**config.mk**
```make
export PLATFORM = sky130hd
export DESIGN_NAME = fetch_out
export DESIGN_NICKNAME = d
export VERILOG_FILES = /design/src/hdl/bpred_pkg.sv /design/src/hdl/fetch_pkg.sv /design/src/hdl/fetch_out.sv
export SDC_FILE = /design/constraint.sdc
export NUM_CORES = 1
export LEC_CHECK = 0
export ABC_AREA = 1
export BUFFER_PORTS_ARGS = -buffer_cell sky130_fd_sc_hd__buf_2
export CAP_MARGIN = 0
export CORE_AREA = 5 5 99 101
export DETAILED_ROUTE_END_ITERATION = 16
export DIE_AREA = 0 0 104 106
export GPL_ROUTABILITY_DRIVEN = 0
export PLACE_DENSITY_LB_ADDON = 0.15
export RECOVER_POWER = 100
export SLEW_MARGIN = 25
export SYNTH_ARGS = -nofsm -noshare
export SYNTH_HDL_FRONTEND = slang
export SYNTH_SLANG_ARGS = --single-unit
```
**constraint.sdc**
```tcl
create_clock -name clk_i -period 0.8 [get_ports clk_i]
set_input_delay 0.08 -clock clk_i [delete_from_list [all_inputs] [get_ports clk_i]]
set_output_delay 0.08 -clock clk_i [all_outputs]
set_load 0.005 [all_outputs]
```
**src/hdl/bpred_pkg.sv**
```systemverilog
// branch prediction types for lookup results and execute-stage training
// addresses here are 40 bits, matching the fetch address width
// no dependency on the fetch package, so this one compiles first
package bpred_pkg;

    typedef enum logic {
        PRED_NOT_TAKEN = 1'b0,
        PRED_TAKEN     = 1'b1
    } pred_decision_t;

    // lookup result, travels with the instruction down the pipe
    typedef struct packed {
        logic           is_branch;
        pred_decision_t decision;
        logic [39:0]    pred_addr;
    } bpred_t;

    // resolved branch coming back from execute
    // is_branch qualifies the whole update
    typedef struct packed {
        logic        is_branch;
        logic        taken;
        logic [39:0] pc_execution;
        logic [39:0] target;
    } exe_update_t;

endpackage

```
**src/hdl/fetch_pkg.sv**
```systemverilog
// fetch stage types shared by the PC generator, the output stage and the top level
// addresses are 40 bits wide and no 64-bit PC is carried anywhere
// the memory map below is fixed and only used when translation is off
package fetch_pkg;

    // instruction address, sized to what the icache request carries
    typedef logic [39:0] addr_t;

    // next-PC source chosen by the control unit
    typedef enum logic [1:0] {
        NEXT_PC_SEL_KEEP_PC    = 2'd0,
        NEXT_PC_SEL_BP_OR_PC_4 = 2'd1,
        NEXT_PC_SEL_JUMP       = 2'd2,
        NEXT_PC_SEL_DEBUG      = 2'd3
    } next_pc_sel_t;

    // only the two fetch-side causes are needed here
    typedef enum logic [3:0] {
        INSTR_ADDR_MISALIGNED = 4'd0,
        INSTR_ACCESS_FAULT    = 4'd1
    } exc_cause_t;

    typedef struct packed {
        logic       valid;
        exc_cause_t cause;
        addr_t      origin;
    } exception_t;

    // request towards the instruction cache
    typedef struct packed {
        logic  valid;
        addr_t vaddr;
        logic  invalidate_icache;
        logic  invalidate_buffer;
        logic  inval_fetch;
    } icache_req_t;

    // packet handed to the second fetch stage
    typedef struct packed {
        logic              valid;
        addr_t             pc_inst;
        exception_t        ex;
        bpred_pkg::bpred_t bpred;
    } fetch_packet_t;

    // fixed SoC map for the untranslated fault check
    // the unmapped window is [lower, upper), everything from the limit upwards faults
    localparam addr_t UNMAPPED_LOWER = 40'h00_0000_0100;
    localparam addr_t UNMAPPED_UPPER = 40'h00_0000_1000;
    localparam addr_t PHYS_MEM_LIMIT = 40'h00_8000_0000;

endpackage

```
**src/hdl/fetch_out.sv**
```systemverilog
// exception checks on the current PC and the registered fetch outputs
// everything from PC n leaves one cycle later with that cycle's stall and
// invalidate inputs; there is no queue, a stalled output is simply dropped
`timescale 1ns/1ps

module fetch_out (
    input  logic                     clk_i,
    input  logic                     rstn_i,
    input  fetch_pkg::addr_t         pc_i,
    input  bpred_pkg::bpred_t        pred_i,
    input  logic                     stall_i,
    input  logic                     stall_debug_i,
    input  logic                     en_translation_i,
    input  logic                     invalidate_icache_i,
    input  logic                     invalidate_buffer_i,
    input  logic                     retry_fetch_i,
    output fetch_pkg::icache_req_t   icache_req_o,
    output fetch_pkg::fetch_packet_t fetch_o
);

    logic                  misaligned;
    logic                  access_fault;
    logic                  stalled;
    fetch_pkg::exception_t ex_d;

    // control registers
    logic fetch_valid_q;
    logic req_valid_q;
    logic inval_icache_q;
    logic inval_buffer_q;
    logic inval_fetch_q;

    // payload registers
    fetch_pkg::addr_t      pc_q;
    fetch_pkg::exception_t ex_q;
    bpred_pkg::bpred_t     pred_q;

    assign misaligned = |pc_i[1:0];

    // with translation the address must be sign extended from bit 38
    always_comb begin
        if (en_translation_i) begin
            access_fault = pc_i[39] ^ pc_i[38];
        end else begin
            access_fault = ((pc_i >= fetch_pkg::UNMAPPED_LOWER) &&
                            (pc_i <  fetch_pkg::UNMAPPED_UPPER)) ||
                           (pc_i >= fetch_pkg::PHYS_MEM_LIMIT);
        end
    end

    // misalignment takes priority over the fault
    always_comb begin
        ex_d.origin = pc_i;
        if (misaligned) begin
            ex_d.valid = 1'b1;
            ex_d.cause = fetch_pkg::INSTR_ADDR_MISALIGNED;
        end else if (access_fault) begin
            ex_d.valid = 1'b1;
            ex_d.cause = fetch_pkg::INSTR_ACCESS_FAULT;
        end else begin
            ex_d.valid = 1'b0;
            ex_d.cause = fetch_pkg::exc_cause_t'(4'd0);
        end
    end

    assign stalled = stall_i || stall_debug_i;

    always_ff @(posedge clk_i, negedge rstn_i) begin
        if (!rstn_i) begin
            fetch_valid_q  <= 1'b0;
            req_valid_q    <= 1'b0;
            inval_icache_q <= 1'b0;
            inval_buffer_q <= 1'b0;
            inval_fetch_q  <= 1'b0;
        end else begin
            fetch_valid_q  <= !stalled;
            // no cache access for an address that already raised an exception
            req_valid_q    <= !stalled && !ex_d.valid;
            inval_icache_q <= invalidate_icache_i;
            inval_buffer_q <= invalidate_buffer_i || retry_fetch_i;
            inval_fetch_q  <= retry_fetch_i;
        end
    end

    always_ff @(posedge clk_i) begin
        pc_q   <= pc_i;
        ex_q   <= ex_d;
        pred_q <= pred_i;
    end

    assign icache_req_o.valid             = req_valid_q;
    assign icache_req_o.vaddr             = pc_q;
    assign icache_req_o.invalidate_icache = inval_icache_q;
    assign icache_req_o.invalidate_buffer = inval_buffer_q;
    assign icache_req_o.inval_fetch       = inval_fetch_q;

    assign fetch_o.valid   = fetch_valid_q;
    assign fetch_o.pc_inst = pc_q;
    assign fetch_o.ex      = ex_q;
    assign fetch_o.bpred   = pred_q;

    // a faulting fetch must never reach the cache
    a_no_req_on_ex: assert property (
        @(posedge clk_i) disable iff (!rstn_i)
        icache_req_o.valid |-> !fetch_o.ex.valid
    ) else $error("fetch_out: icache request issued with a pending exception");

endmodule

```
Word level (Yosys, flattened, before mapping). Index checks and enable logic that the tools add are counted.

Bits in registers: 92. Output and inout bits: 172. Logic and storage cells: 26.

Order comparisons: 3. Mux-type cells: 3. Bitwise logic cells: 1. Reductions and logical operators: 8.

Operators by type and width (count): 40-bit by 32-bit >= comparator with 1-bit output, second input constant (1); 40-bit by 9-bit >= comparator with 1-bit output, second input constant (1); 40-bit by 13-bit < comparator with 1-bit output, second input constant (1); 5-bit two-way mux (2); 1-bit logical OR (3); 1-bit logical AND (2); 1-bit logical NOT (2); 2-bit OR reduction (1); 1-bit two-way mux (1); 1-bit XOR (1).

Longest topological paths before layout.
Word-level depth: 8. Gate-level depth with buffers: 11.

Least setup slack after synthesis. OpenSTA, ideal clock, no wires.

Path type: input to register. Start point: input port pc_i[38]. End point: register req_valid_q. Library setup time: 69 ps. Arrival time: 859 ps. Path slack: -128 ps. Stages on the path: 6. Cell sequence: inv_1 > ha_1 > or2_2 > nand2_2 > nand2_2 > nor2_2.

RTL lines: start, declared (RTL line fetch_out.sv:9) `input fetch_pkg::addr_t pc_i,`; end signal, assigned (RTL line fetch_out.sv:78) `req_valid_q <= !stalled && !ex_d.valid;`; end, declared (RTL line fetch_out.sv:28) `logic req_valid_q;`.

Final worst setup path.
Start point: register inval_icache_q. End point: output port icache_req_o[2] in the netlist's numbering.

RTL lines: start, declared (RTL line fetch_out.sv:29) `logic inval_icache_q;`; start signal, assigned (RTL line fetch_out.sv:79) `inval_icache_q <= invalidate_icache_i;`; end, declared (RTL line fetch_out.sv:17) `output fetch_pkg::icache_req_t icache_req_o,`.

No word-level cell between the ends.

==> results.json <==
{
  "seqCellArea_um2": 1906,
  "core_area_um2": 8934,
  "synthTopCellsByArea": "dfxtp_1 62%, buf_4 24%, dfrtp_1 4.6%",
  "startpoint": "inval_icache_q",
  "setup_violations": 169,
  "drc": 0,
  "layout.cells.most_common": "buf_2",
  "cts_tree": "yes",
  "critical-path-top-delay-family": "flip-flops",
  "violations": "setup timing",
  "post-place-ws_ns": -0.2903,
  "cap_viol_max_count": 0,
  "fillers": 737,
  "fmax_mhz": 1053,
  "netlist_area_um2": 2720,
  "gr-total-overflow": 0,
  "hold_class": "primary input to asynchronous set/reset pin",
  "drtIter0Drc": 28,
  "fin_crit_sh_pct": 118.8,
  "avgViaCountPerCell": 3.795,
  "placedCellCount": 517,
  "dpl_cell_area_um2": 3595,
  "cp_max_fo": 1,
  "arrival_ns": 0.87,
  "vias": 2357,
  "cts_buffers": 9,
  "fin_crit_ns": 0.9500,
  "dpl.hpwl_mm": 5.973,
  "antenna_found_initial": 0,
  "p_leak_nw": 2.513,
  "cpPeakStageDelay_ns": 0.39,
  "grt_max_degree": 18,
  "required_ns": 0.72,
  "status": "finished with violations",
  "critPathKind": "register to output pin",
  "cp-end-kind": "output pin",
  "grt_pass1_vias": 2557,
  "fp.dieW_um": 104,
  "htree_num_levels": 3,
  "drive_above_1_share_pct": 66.47,
  "final_util_pct": 58.01,
  "die_h_um": 106,
  "synth_area_per_cell_um2": 12.04,
  "portBuffers": 258,
  "start_util_pct": 30.45,
  "antenna_cells": 0,
  "power_density_nw_per_um2": 1784,
  "synth.top_cell.area_share_pct": 61.82,
  "vdd_ir_drop_max_mv": 1.083,
  "worst_slack_ns": -0.1500,
  "setup-tns-final_ns": -14.59,
  "area_growth_pct": 90.52,
  "dr.pass1.iters": 4,
  "drv_slew": 0,
  "wire_per_inst_um": 13.83,
  "antenna_left": 0,
  "die_area_um2": 11020,
  "yosysWarningCount": 0,
  "fin_nets": 597,
  "routed_wl_mm": 8.586,
  "grt_pass1_wl_mm": 12.41,
  "cp-start-kind": "register",
  "crit_chain": "buf_2",
  "fp-row-count": 35,
  "cts_max_path_buffers": 2,
  "final_cell_mix": "172 x buf_2, 88 x dlygate4sd3_1, 70 x buf_6",
  "pin_count": 262,
  "ys_seq_elements": 89,
  "clock-sinks": 89,
  "cts_root_buf": "clkbuf_8",
  "multiInputGateArea_um2": 259.0,
  "synth_cell_types": 19,
  "synth_largest_area_cell": "dfxtp_1",
  "finalHoldViolCount": 0,
  "clkTransAtPathRegs_ns": 0.10,
  "synth_cells": 226,
  "fin_cells": 621,
  "rsz0062_at_grt": "yes",
  "grt.total_usage_pct": 14.17,
  "final_area_um2": 5182,
  "slowest_stage": "dfrtp_1",
  "yosysSeqAreaShare_pct": 66.42,
  "path_buf_inv": 1
}
-- worst paths after layout --
check / end / slack [ns] / cells past startpoint
min in group clk_i: fetch_o[86] / 0.15 / 7
worst max-delay path: icache_req_o[2] / -0.15 / 1
worst min-delay path: inval_fetch_q / 0.10 / 2
max in group asynchronous: fetch_valid_q / 0.48 / 2
-- per-layer routing --
metal / GRT usage [%] / wire [um] / up-vias / part of all wire [%]
li1: - / - / 1159 / -
met1: 12.61 / 2673 / 1029 / 31
met2: 24.82 / 4454 / 158 / 52
met3: 10.38 / 1323 / 11 / 15
met4: 4.903 / 134 / 0 / 1.6
met5: 0 / 0 / - / 0
-- what timing repair did --
item / CTS / global route
endpoints found under the hold margin: 94 / 0
setup endpoints to repair: 169 / 170
hold buffers: 88 / 0
buffers inserted: 0 / 0
pin swaps: 0 / 0
resized for setup: 51 / 89
-- cell type report --
class | instances | share of cell area (%)
timing repair buffer | 354 | 51.09
sequential | 89 | 36.77
multi-input combinational | 44 | 4.998
tap | 111 | 2.680
clock buffer | 10 | 2.656
clock inverter | 6 | 1.111
inverter | 7 | 0.7001
-- stage by stage --
stage	power [mW]	hold WS, ns
floorplan	5.327	-0.2156
global placement	5.747	-0.09981
detailed placement	5.750	-0.1006
CTS	9.238	0.02719
global route	9.738	0.1059
finish	9.247	0.1009
-- flip-flops by register name, indices dropped and copies added, names as in the netlist --
name,count
fetch_valid_q,1
inval_icache_q,1
inval_fetch_q,1
inval_buffer_q,1
fetch_o,84
req_valid_q,1
-- kinds of logic (layout without fill, tap and decap cells) --
group,Yosys count,in the layout,share of synthesized area (%)
buf+inv,95,377,25.25
flops,89,89,66.42
simple gates,38,38,7.084
fa+ha+maj,2,2,0.9198
other cells,1,3,0.1379
compound gates,1,1,0.1838
-- report_power, final --
group / internal [mW] / leakage (nW) / switching (mW) / total (mW)
Sequential: 4.68 / 0.773 / 0.146 / 4.83
Clock: 1.29 / 0.101 / 1.73 / 3.02
Combinational: 0.963 / 1.64 / 0.437 / 1.40
-- cell usage after synthesis --
master / number
ha_1: 2
inv_1: 6
or2_2: 1
nand3_1: 1
nor2_2: 6
clkinv_1: 1
nor3b_2: 1
nand2_2: 2
nor2_1: 14
dfxtp_1: 84
or2_1: 1
a21oi_1: 1
nand4_1: 2
or2_0: 1
dfrtp_1: 5
nor2_4: 1
buf_4: 88
nand2_1: 8
conb_1: 1
Power figures use the tool's default switching activity.
