<file path="src/hdl/bpred_pkg.sv">
// branch prediction types for lookup results and execute-stage training
// addresses here are 40 bits, matching the fetch address width
// no dependency on the fetch package, so this one compiles first
package bpred_pkg;

    typedef enum logic {
        PRED_NOT_TAKEN = 1'b0,
        PRED_TAKEN     = 1'b1
    } pred_decision_t;

    // lookup result, travels with the instruction down the pipe
    typedef struct packed {
        logic           is_branch;
        pred_decision_t decision;
        logic [39:0]    pred_addr;
    } bpred_t;

    // resolved branch coming back from execute
    // is_branch qualifies the whole update
    typedef struct packed {
        logic        is_branch;
        logic        taken;
        logic [39:0] pc_execution;
        logic [39:0] target;
    } exe_update_t;

endpackage

</file>
<file path="src/hdl/fetch_pkg.sv">
// fetch stage types shared by the PC generator, the output stage and the top level
// addresses are 40 bits wide and no 64-bit PC is carried anywhere
// the memory map below is fixed and only used when translation is off
package fetch_pkg;

    // instruction address, sized to what the icache request carries
    typedef logic [39:0] addr_t;

    // next-PC source chosen by the control unit
    typedef enum logic [1:0] {
        NEXT_PC_SEL_KEEP_PC    = 2'd0,
        NEXT_PC_SEL_BP_OR_PC_4 = 2'd1,
        NEXT_PC_SEL_JUMP       = 2'd2,
        NEXT_PC_SEL_DEBUG      = 2'd3
    } next_pc_sel_t;

    // only the two fetch-side causes are needed here
    typedef enum logic [3:0] {
        INSTR_ADDR_MISALIGNED = 4'd0,
        INSTR_ACCESS_FAULT    = 4'd1
    } exc_cause_t;

    typedef struct packed {
        logic       valid;
        exc_cause_t cause;
        addr_t      origin;
    } exception_t;

    // request towards the instruction cache
    typedef struct packed {
        logic  valid;
        addr_t vaddr;
        logic  invalidate_icache;
        logic  invalidate_buffer;
        logic  inval_fetch;
    } icache_req_t;

    // packet handed to the second fetch stage
    typedef struct packed {
        logic              valid;
        addr_t             pc_inst;
        exception_t        ex;
        bpred_pkg::bpred_t bpred;
    } fetch_packet_t;

    // fixed SoC map for the untranslated fault check
    // the unmapped window is [lower, upper), everything from the limit upwards faults
    localparam addr_t UNMAPPED_LOWER = 40'h00_0000_0100;
    localparam addr_t UNMAPPED_UPPER = 40'h00_0000_1000;
    localparam addr_t PHYS_MEM_LIMIT = 40'h00_8000_0000;

endpackage

</file>
<file path="src/hdl/pc_gen.sv">
// program counter register and next-PC selection
// the PC loads on every edge; stalls do not freeze it, the control unit
// must select keep while it stalls
`timescale 1ns/1ps

module pc_gen #(
    parameter fetch_pkg::addr_t RESET_ADDR = 40'h00_8000_0000 - 40'h00_0001_0000
) (
    input  logic                    clk_i,
    input  logic                    rstn_i,
    input  fetch_pkg::next_pc_sel_t next_pc_sel_i,
    input  fetch_pkg::addr_t        pc_jump_i,
    input  bpred_pkg::bpred_t       pred_i,
    output fetch_pkg::addr_t        pc_o
);

    fetch_pkg::addr_t pc_q;
    fetch_pkg::addr_t pc_plus_4;
    fetch_pkg::addr_t next_pc;
    logic             follow_pred;

    assign pc_plus_4 = pc_q + 40'd4;

    // predictor only redirects on a known branch predicted taken
    assign follow_pred = pred_i.is_branch && (pred_i.decision == bpred_pkg::PRED_TAKEN);

    always_comb begin
        case (next_pc_sel_i)
            fetch_pkg::NEXT_PC_SEL_KEEP_PC: begin
                next_pc = pc_q;
            end
            fetch_pkg::NEXT_PC_SEL_BP_OR_PC_4: begin
                if (follow_pred) begin
                    next_pc = pred_i.pred_addr;
                end else begin
                    next_pc = pc_plus_4;
                end
            end
            // debug redirect shares the jump address path
            fetch_pkg::NEXT_PC_SEL_JUMP,
            fetch_pkg::NEXT_PC_SEL_DEBUG: begin
                next_pc = pc_jump_i;
            end
            default: begin
                // undefined select, just keep fetching sequentially
                next_pc = pc_plus_4;
            end
        endcase
    end

    always_ff @(posedge clk_i, negedge rstn_i) begin
        if (!rstn_i) begin
            pc_q <= RESET_ADDR;
        end else begin
            pc_q <= next_pc;
        end
    end

    assign pc_o = pc_q;

    // the control unit must always drive a defined select once out of reset
    a_sel_known: assert property (
        @(posedge clk_i) disable iff (!rstn_i)
        !$isunknown(next_pc_sel_i)
    ) else $error("pc_gen: next_pc_sel_i is unknown");

endmodule

</file>
<file path="config.mk">
export PLATFORM = sky130hd
export DESIGN_NAME = pc_gen
export DESIGN_NICKNAME = d
export VERILOG_FILES = /design/src/hdl/bpred_pkg.sv /design/src/hdl/fetch_pkg.sv /design/src/hdl/pc_gen.sv
export SDC_FILE = /design/constraint.sdc
export NUM_CORES = 1
export LEC_CHECK = 0
export BUFFER_PORTS_ARGS = -buffer_cell sky130_fd_sc_hd__buf_2
export CORE_MARGIN = 2
export CORE_UTILIZATION = 46
export CTS_BUF_LIST = sky130_fd_sc_hd__clkbuf_4 sky130_fd_sc_hd__clkbuf_8
export CTS_CLUSTER_SIZE = 30
export DETAILED_ROUTE_END_ITERATION = 16
export PLACE_DENSITY_LB_ADDON = 0.12
export SLEW_MARGIN = 20
export SYNTH_ARGS = -nofsm -noshare
export SYNTH_HDL_FRONTEND = slang
export SYNTH_SLANG_ARGS = --single-unit
</file>
<file path="constraint.sdc">
create_clock -name clk_i -period 5.8 [get_ports clk_i]
set_clock_uncertainty 0.2 [all_clocks]
set_input_delay 0.58 -clock clk_i [delete_from_list [all_inputs] [get_ports clk_i]]
set_output_delay 0.58 -clock clk_i [all_outputs]
set_load 0.02 [all_outputs]
</file>
* Word-level counts from Yosys, hierarchy flattened
Cells that the tools add are included.
** Cells by class
- Multiply operators :: 0
- Muxes and demuxes :: 2
- Magnitude comparators :: 0
- Add/sub/neg operators :: 1
- Bitwise logic cells :: 0
- Reduce and logical (&&, ||, !) cells :: 3
- Divide/modulo/power cells :: 0
- Equality and inequality tests :: 3
- Shifts and indexed selects :: 0
** Operator list (number)
- $pmux 40 s2 :: 1
- $add 40x3->40 const B :: 1
- $mux 40 :: 1
- $eq 2x2->1 const B :: 2
- $eq 2x1->1 const B :: 1
- $logic_not 2->1 :: 1
- $reduce_or 2->1 :: 1
- $logic_and 1x1->1 :: 1
** Storage, ports and cells
- Latch bits :: 0
- Word-level logic and storage cells :: 10
- Memories :: 0
- Flip-flop bits (word level) :: 40
- Memory bits (writable) :: 0
- ROM bits :: 0

* Logic depth before layout (Yosys ltp)
- Depth after elaboration :: 3
- Depth in mapped cells :: 7

* Least setup slack after synthesis
OpenSTA, ideal clock, no wires.
- Path kind :: flip-flop to flip-flop
- Start point :: register pc_q[2], in the netlist pc_o[2]
- End point :: register pc_q[12], in the netlist pc_o[12]
- Clock period less this slack :: 2.105 ns
- Data required time :: 5.475 ns
- Path buffers :: 0
- Setup time :: 0.125 ns
- Arrival time :: 1.780 ns
- Slack :: 3.695 ns
- Stages on the path, launching flop included :: 7
- Path through :: dfrtp_1 -> ha_1 -> nand4_2 -> nor3_1 -> mux2i_1 -> o221ai_1 -> mux2_2
** On the way
- Cells in the longest elaborated chain, start to end :: 3
** Ends and longest elaborated chain
- start: declaration :: RTL line pc_gen.sv:17 : fetch_pkg::addr_t pc_q;
- start signal: assignment :: RTL line pc_gen.sv:55 : pc_q <= next_pc;
- $add 40x3->40 :: RTL line pc_gen.sv:22 : assign pc_plus_4 = pc_q + 40'd4;
- $mux 40 :: RTL line pc_gen.sv:33 : if (follow_pred) begin
- $pmux 40 s2 :: RTL line pc_gen.sv:28 : case (next_pc_sel_i)
No other way between the ends.
A chain may end at the register's enable or synchronous reset.

* Final worst setup path
- Start point :: input next_pc_sel_i[0]
- End point :: register pc_q[37], in the netlist pc_o[37]
** On the way
- Cells in the longest elaborated chain, start to end :: 3
- Elaborated cells between the ends (all ways) :: 6
** Ends and longest elaborated chain
- start: declaration :: RTL line pc_gen.sv:11 : input fetch_pkg::next_pc_sel_t next_pc_sel_i,
- $eq 2x2->1 :: RTL line pc_gen.sv:28
- $reduce_or 2->1 :: RTL line pc_gen.sv:28
- $pmux 40 s2 :: RTL line pc_gen.sv:28
Parallel ways exist; a longest one is shown, timed or not.

==> impl_metrics.csv <==
group,metric,value,unit
global_route,grt.total_usage,24.3,%
synth,synthesis.area_per_instance,8.23,sq um
clock_network,cts_num_sinks,40,
synth,syn-cell-area,3090,sq um
floorplanning,placeableCoreArea,6420,sq um
synth,proportion_of_netlist_area_held_by_the_largest_area_contributor,20.3,%
floorplanning,fp.dieH,85.9,um
setup_path,criticalPathCategory,"input port to flip-flop",
finish,area_growth_syn_to_layout,23.3,%
synth,synth_flop_cell,"dfrtp_1",
pwr,power.net_switching,292,uW
clock_network,cts.repair_timing.setup_buffer_count,0,
finish,layout.cell_area.non_filler,3810,sq um
routing,route.detailed.drc,0,
pwr,power_density,210,nW/um^2
global_route,globalRoute.totalOverflow,0,
setup_path,cp-end-kind,"flip-flop",
synth,postSynthCellCount,375,
clock_network,cts_buffer_depth,2,
finish,post_route_cells_drive_above_1_share,35.4,%
sta,holdWs,0.223,ns
synth,post-synth-top-count-cell,"nand2_1",
pwr,share_seq_of_total_power,45.8,%
outcome,run_status,"completed",
setup_path,rr_startpoint,"pc_o[2]",
sta,grt_setup_unrepaired,"false",
finish,num_antenna_cells,0,
routing,drt-met1-wl,3950,um
floorplanning,die_width,85.9,um
routing,met2RoutedLength,4460,um
setup_path,critPathMaxFanout,51,
clock_network,cts_max_level,2,
sta,post-route-period-util,49.3,%
synth,synth_fp_nets,462,
floorplanning,ioPinCount,126,
sta,setup-violations-final,0,
placed_design,place_hpwl,6200,um
setup_path,crit_path_start,"next_pc_sel_i[0]",
global_route,grt_start_max_net_pins,85,
sta,fmax,350,MHz
clock_network,cts_hold_buffers,0,
hold_path,hold_class,"input port to asynchronous set/reset pin",
routing,routed_wl,9050,um
setup_path,critical_path_arrival,2.86,ns
sta,finalSetupTns,0,ns
synth,synth_async_sr_flop_share,100,%
pwr,switching_share,36.6,%
setup_path,critPathRequiredTime,5.80,ns
pwr,power.clock.fraction,25.1,%
routing,highest_layer,"met4",
routing,dr_total_vias,3352,
finish,storage_element_area,1020,sq um
global_route,antenna_violations_before_repair,0,
finish,non_filler_instance_count_after_layout,560,
clock_network,ctsResizeCount,0,
synth,ys_top_cells_by_area,"dfrtp_1 20%, dfstp_2 13%, nand2_1 6.6%, a21oi_1 5.5%, o221ai_1 5.1%",
pwr,total_leakage_power,1.73,nW
placed_design,dpl_cell_area,3710,sq um
global_route,vias_in_the_first_global_route,3169,
global_route,grt_first_pass_wirelength,14600,um
clock_network,clock-root-buffer,"clkbuf_8",
routing,wirelength_per_cell,16.2,um
synth,yosysTopAreaCell,"dfrtp_1",
setup_path,rr_worst_depth,6,
synth,ys_ff_latch,40,
sta,worst_slew_margin_rel,34.4,%
clock_network,worst_skew_pair.late_latency,0.30,ns
clock_network,cts.reportedPaths.clkPinSlew,0.09,ns
pwr,internal_power,507,uW
routing,viasPerCell,5.99,
setup_path,timing.rr.end,"pc_o[32]",
pwr,power.combinational.fraction,29.0,%
placed_design,post-place-cells,552,
sta,report.final.hold_viol_count,0,
clock_network,tritoncts,"built",
job,cap_viol_max_count,0,
routing,met3_length,553,um
setup_path,crit_path_start_kind,"input port",
floorplanning,core.rowCount,29,
routing,initialDrtViolationCount,200,
routing,drtPass1Iterations,5,
placed_design,finalWeightedCongestion,0.847,
routing,route.antenna.remaining_nets,0,
floorplanning,floorplan.initialDensity,48.1,%
synth,sequential_share_of_the_synthesized_area,33.0,%
sta,final_max_slew_viol_count,0,
floorplanning,floorplan.die_area,7380,sq um
sta,tightestPinTransition,0.983,ns
clock_network,tritoncts.num_buffers,5,
finish,fillers,624,
finish,layout.nets,569,
setup_path,regToRegSetupSlack,3.48,ns
sta,final.min_clock_period,2.86,ns
synth,post_synth_most_frequent_cells,"54 x nand2_1, 34 x a21oi_1, 25 x dfrtp_1",
placed_design,port-buffer-count,125,
synth,synth_cell_type_count,56,
synth,synth.yosys.warnings,0,
finish,largest_reg_flops,40,
finish,multiInputGateArea,1930,sq um
pwr,max-vdd-ir-drop,0.126,mV
synth,synth-edff-count,0,
-- placed cells by master (no fill, tap or decap), types with 6 or more instances in the layout --
cell type  netlist  final
nand2_1         54     54
and3_1          24     24
nand4_1         12     12
o21ai_0         22     22
o221ai_1        18     18
clkbuf_8         0      6
a21oi_1         34     34
xnor2_1          7      7
dfstp_2         15     15
xor2_1          17     17
nor2_1          22     22
inv_1            7      7
buf_2            1    125
dfrtp_1         25     25
a211oi_1         8      8
nand3_1         13     13
-- power by group through the flow --
stage / Combinational [mW] / Clock (mW) / Sequential, mW
finish: 0.232 / 0.201 / 0.367
global route: 0.254 / 0.215 / 0.374
CTS: 0.234 / 0.204 / 0.366
detailed placement: 0.233 / 0 / 0.371
global placement: 0.229 / 0 / 0.371
floorplan: 0.108 / 0 / 0.401
-- cell families after synthesis --
family | Yosys count | share of synthesized area [%]
buffers and inverters | 34 | 4.42
AO/OA/AOI/OAI | 108 | 23.3
AND/OR/NAND/NOR | 162 | 30.0
adder cells (fa/ha/maj) | 1 | 0.405
flip-flops | 40 | 33.0
multiplexers | 6 | 2.03
XOR/XNOR | 24 | 6.81
-- metrics by stage --
stage / worst slack (ns) / util [%] / total power, mW
after floorplan: 3.69 / - / 0.509
after global placement: 2.75 / 57.8 / 0.600
after detailed placement: 2.64 / 57.8 / 0.604
after CTS: 2.96 / 59.3 / 0.804
after global routing: 2.70 / 59.3 / 0.843
final: 2.94 / 59.3 / 0.800
-- worst max-delay path, cell delays in order --
cell      delay (ns)
buf_2           0.61
inv_1           0.68
nor3_1          0.55
and4_1          0.26
a211oi_1        0.08
o31ai_1         0.08
-- worst max-delay path by stage --
stage | end | slack, ns | cells after the start
floorplan | pc_o[12] | 3.69 | 6
global placement | pc_o[37] | 2.75 | 6
detailed placement | pc_o[37] | 2.64 | 6
CTS | pc_o[37] | 2.96 | 6
global route | pc_o[37] | 2.70 | 6
finish | pc_o[37] | 2.94 | 6
-- per-layer routing --
metal  vias to the layer above  global-route usage (%)
met5                         -                       0
met2                       123                    42.1
met3                         7                    3.18
li1                       1616                       -
met4                         0                    6.78
met1                      1606                    31.7
-- final cells by class --
cell class	count	area share, %
flip-flops and latches	40	26.8
clock buffers	6	2.17
repair buffers	127	16.8
clock inverters	2	0.263
inverters	7	0.690
well taps	77	2.53
multi-input cells	301	50.7
Power figures use the tool's default switching activity.
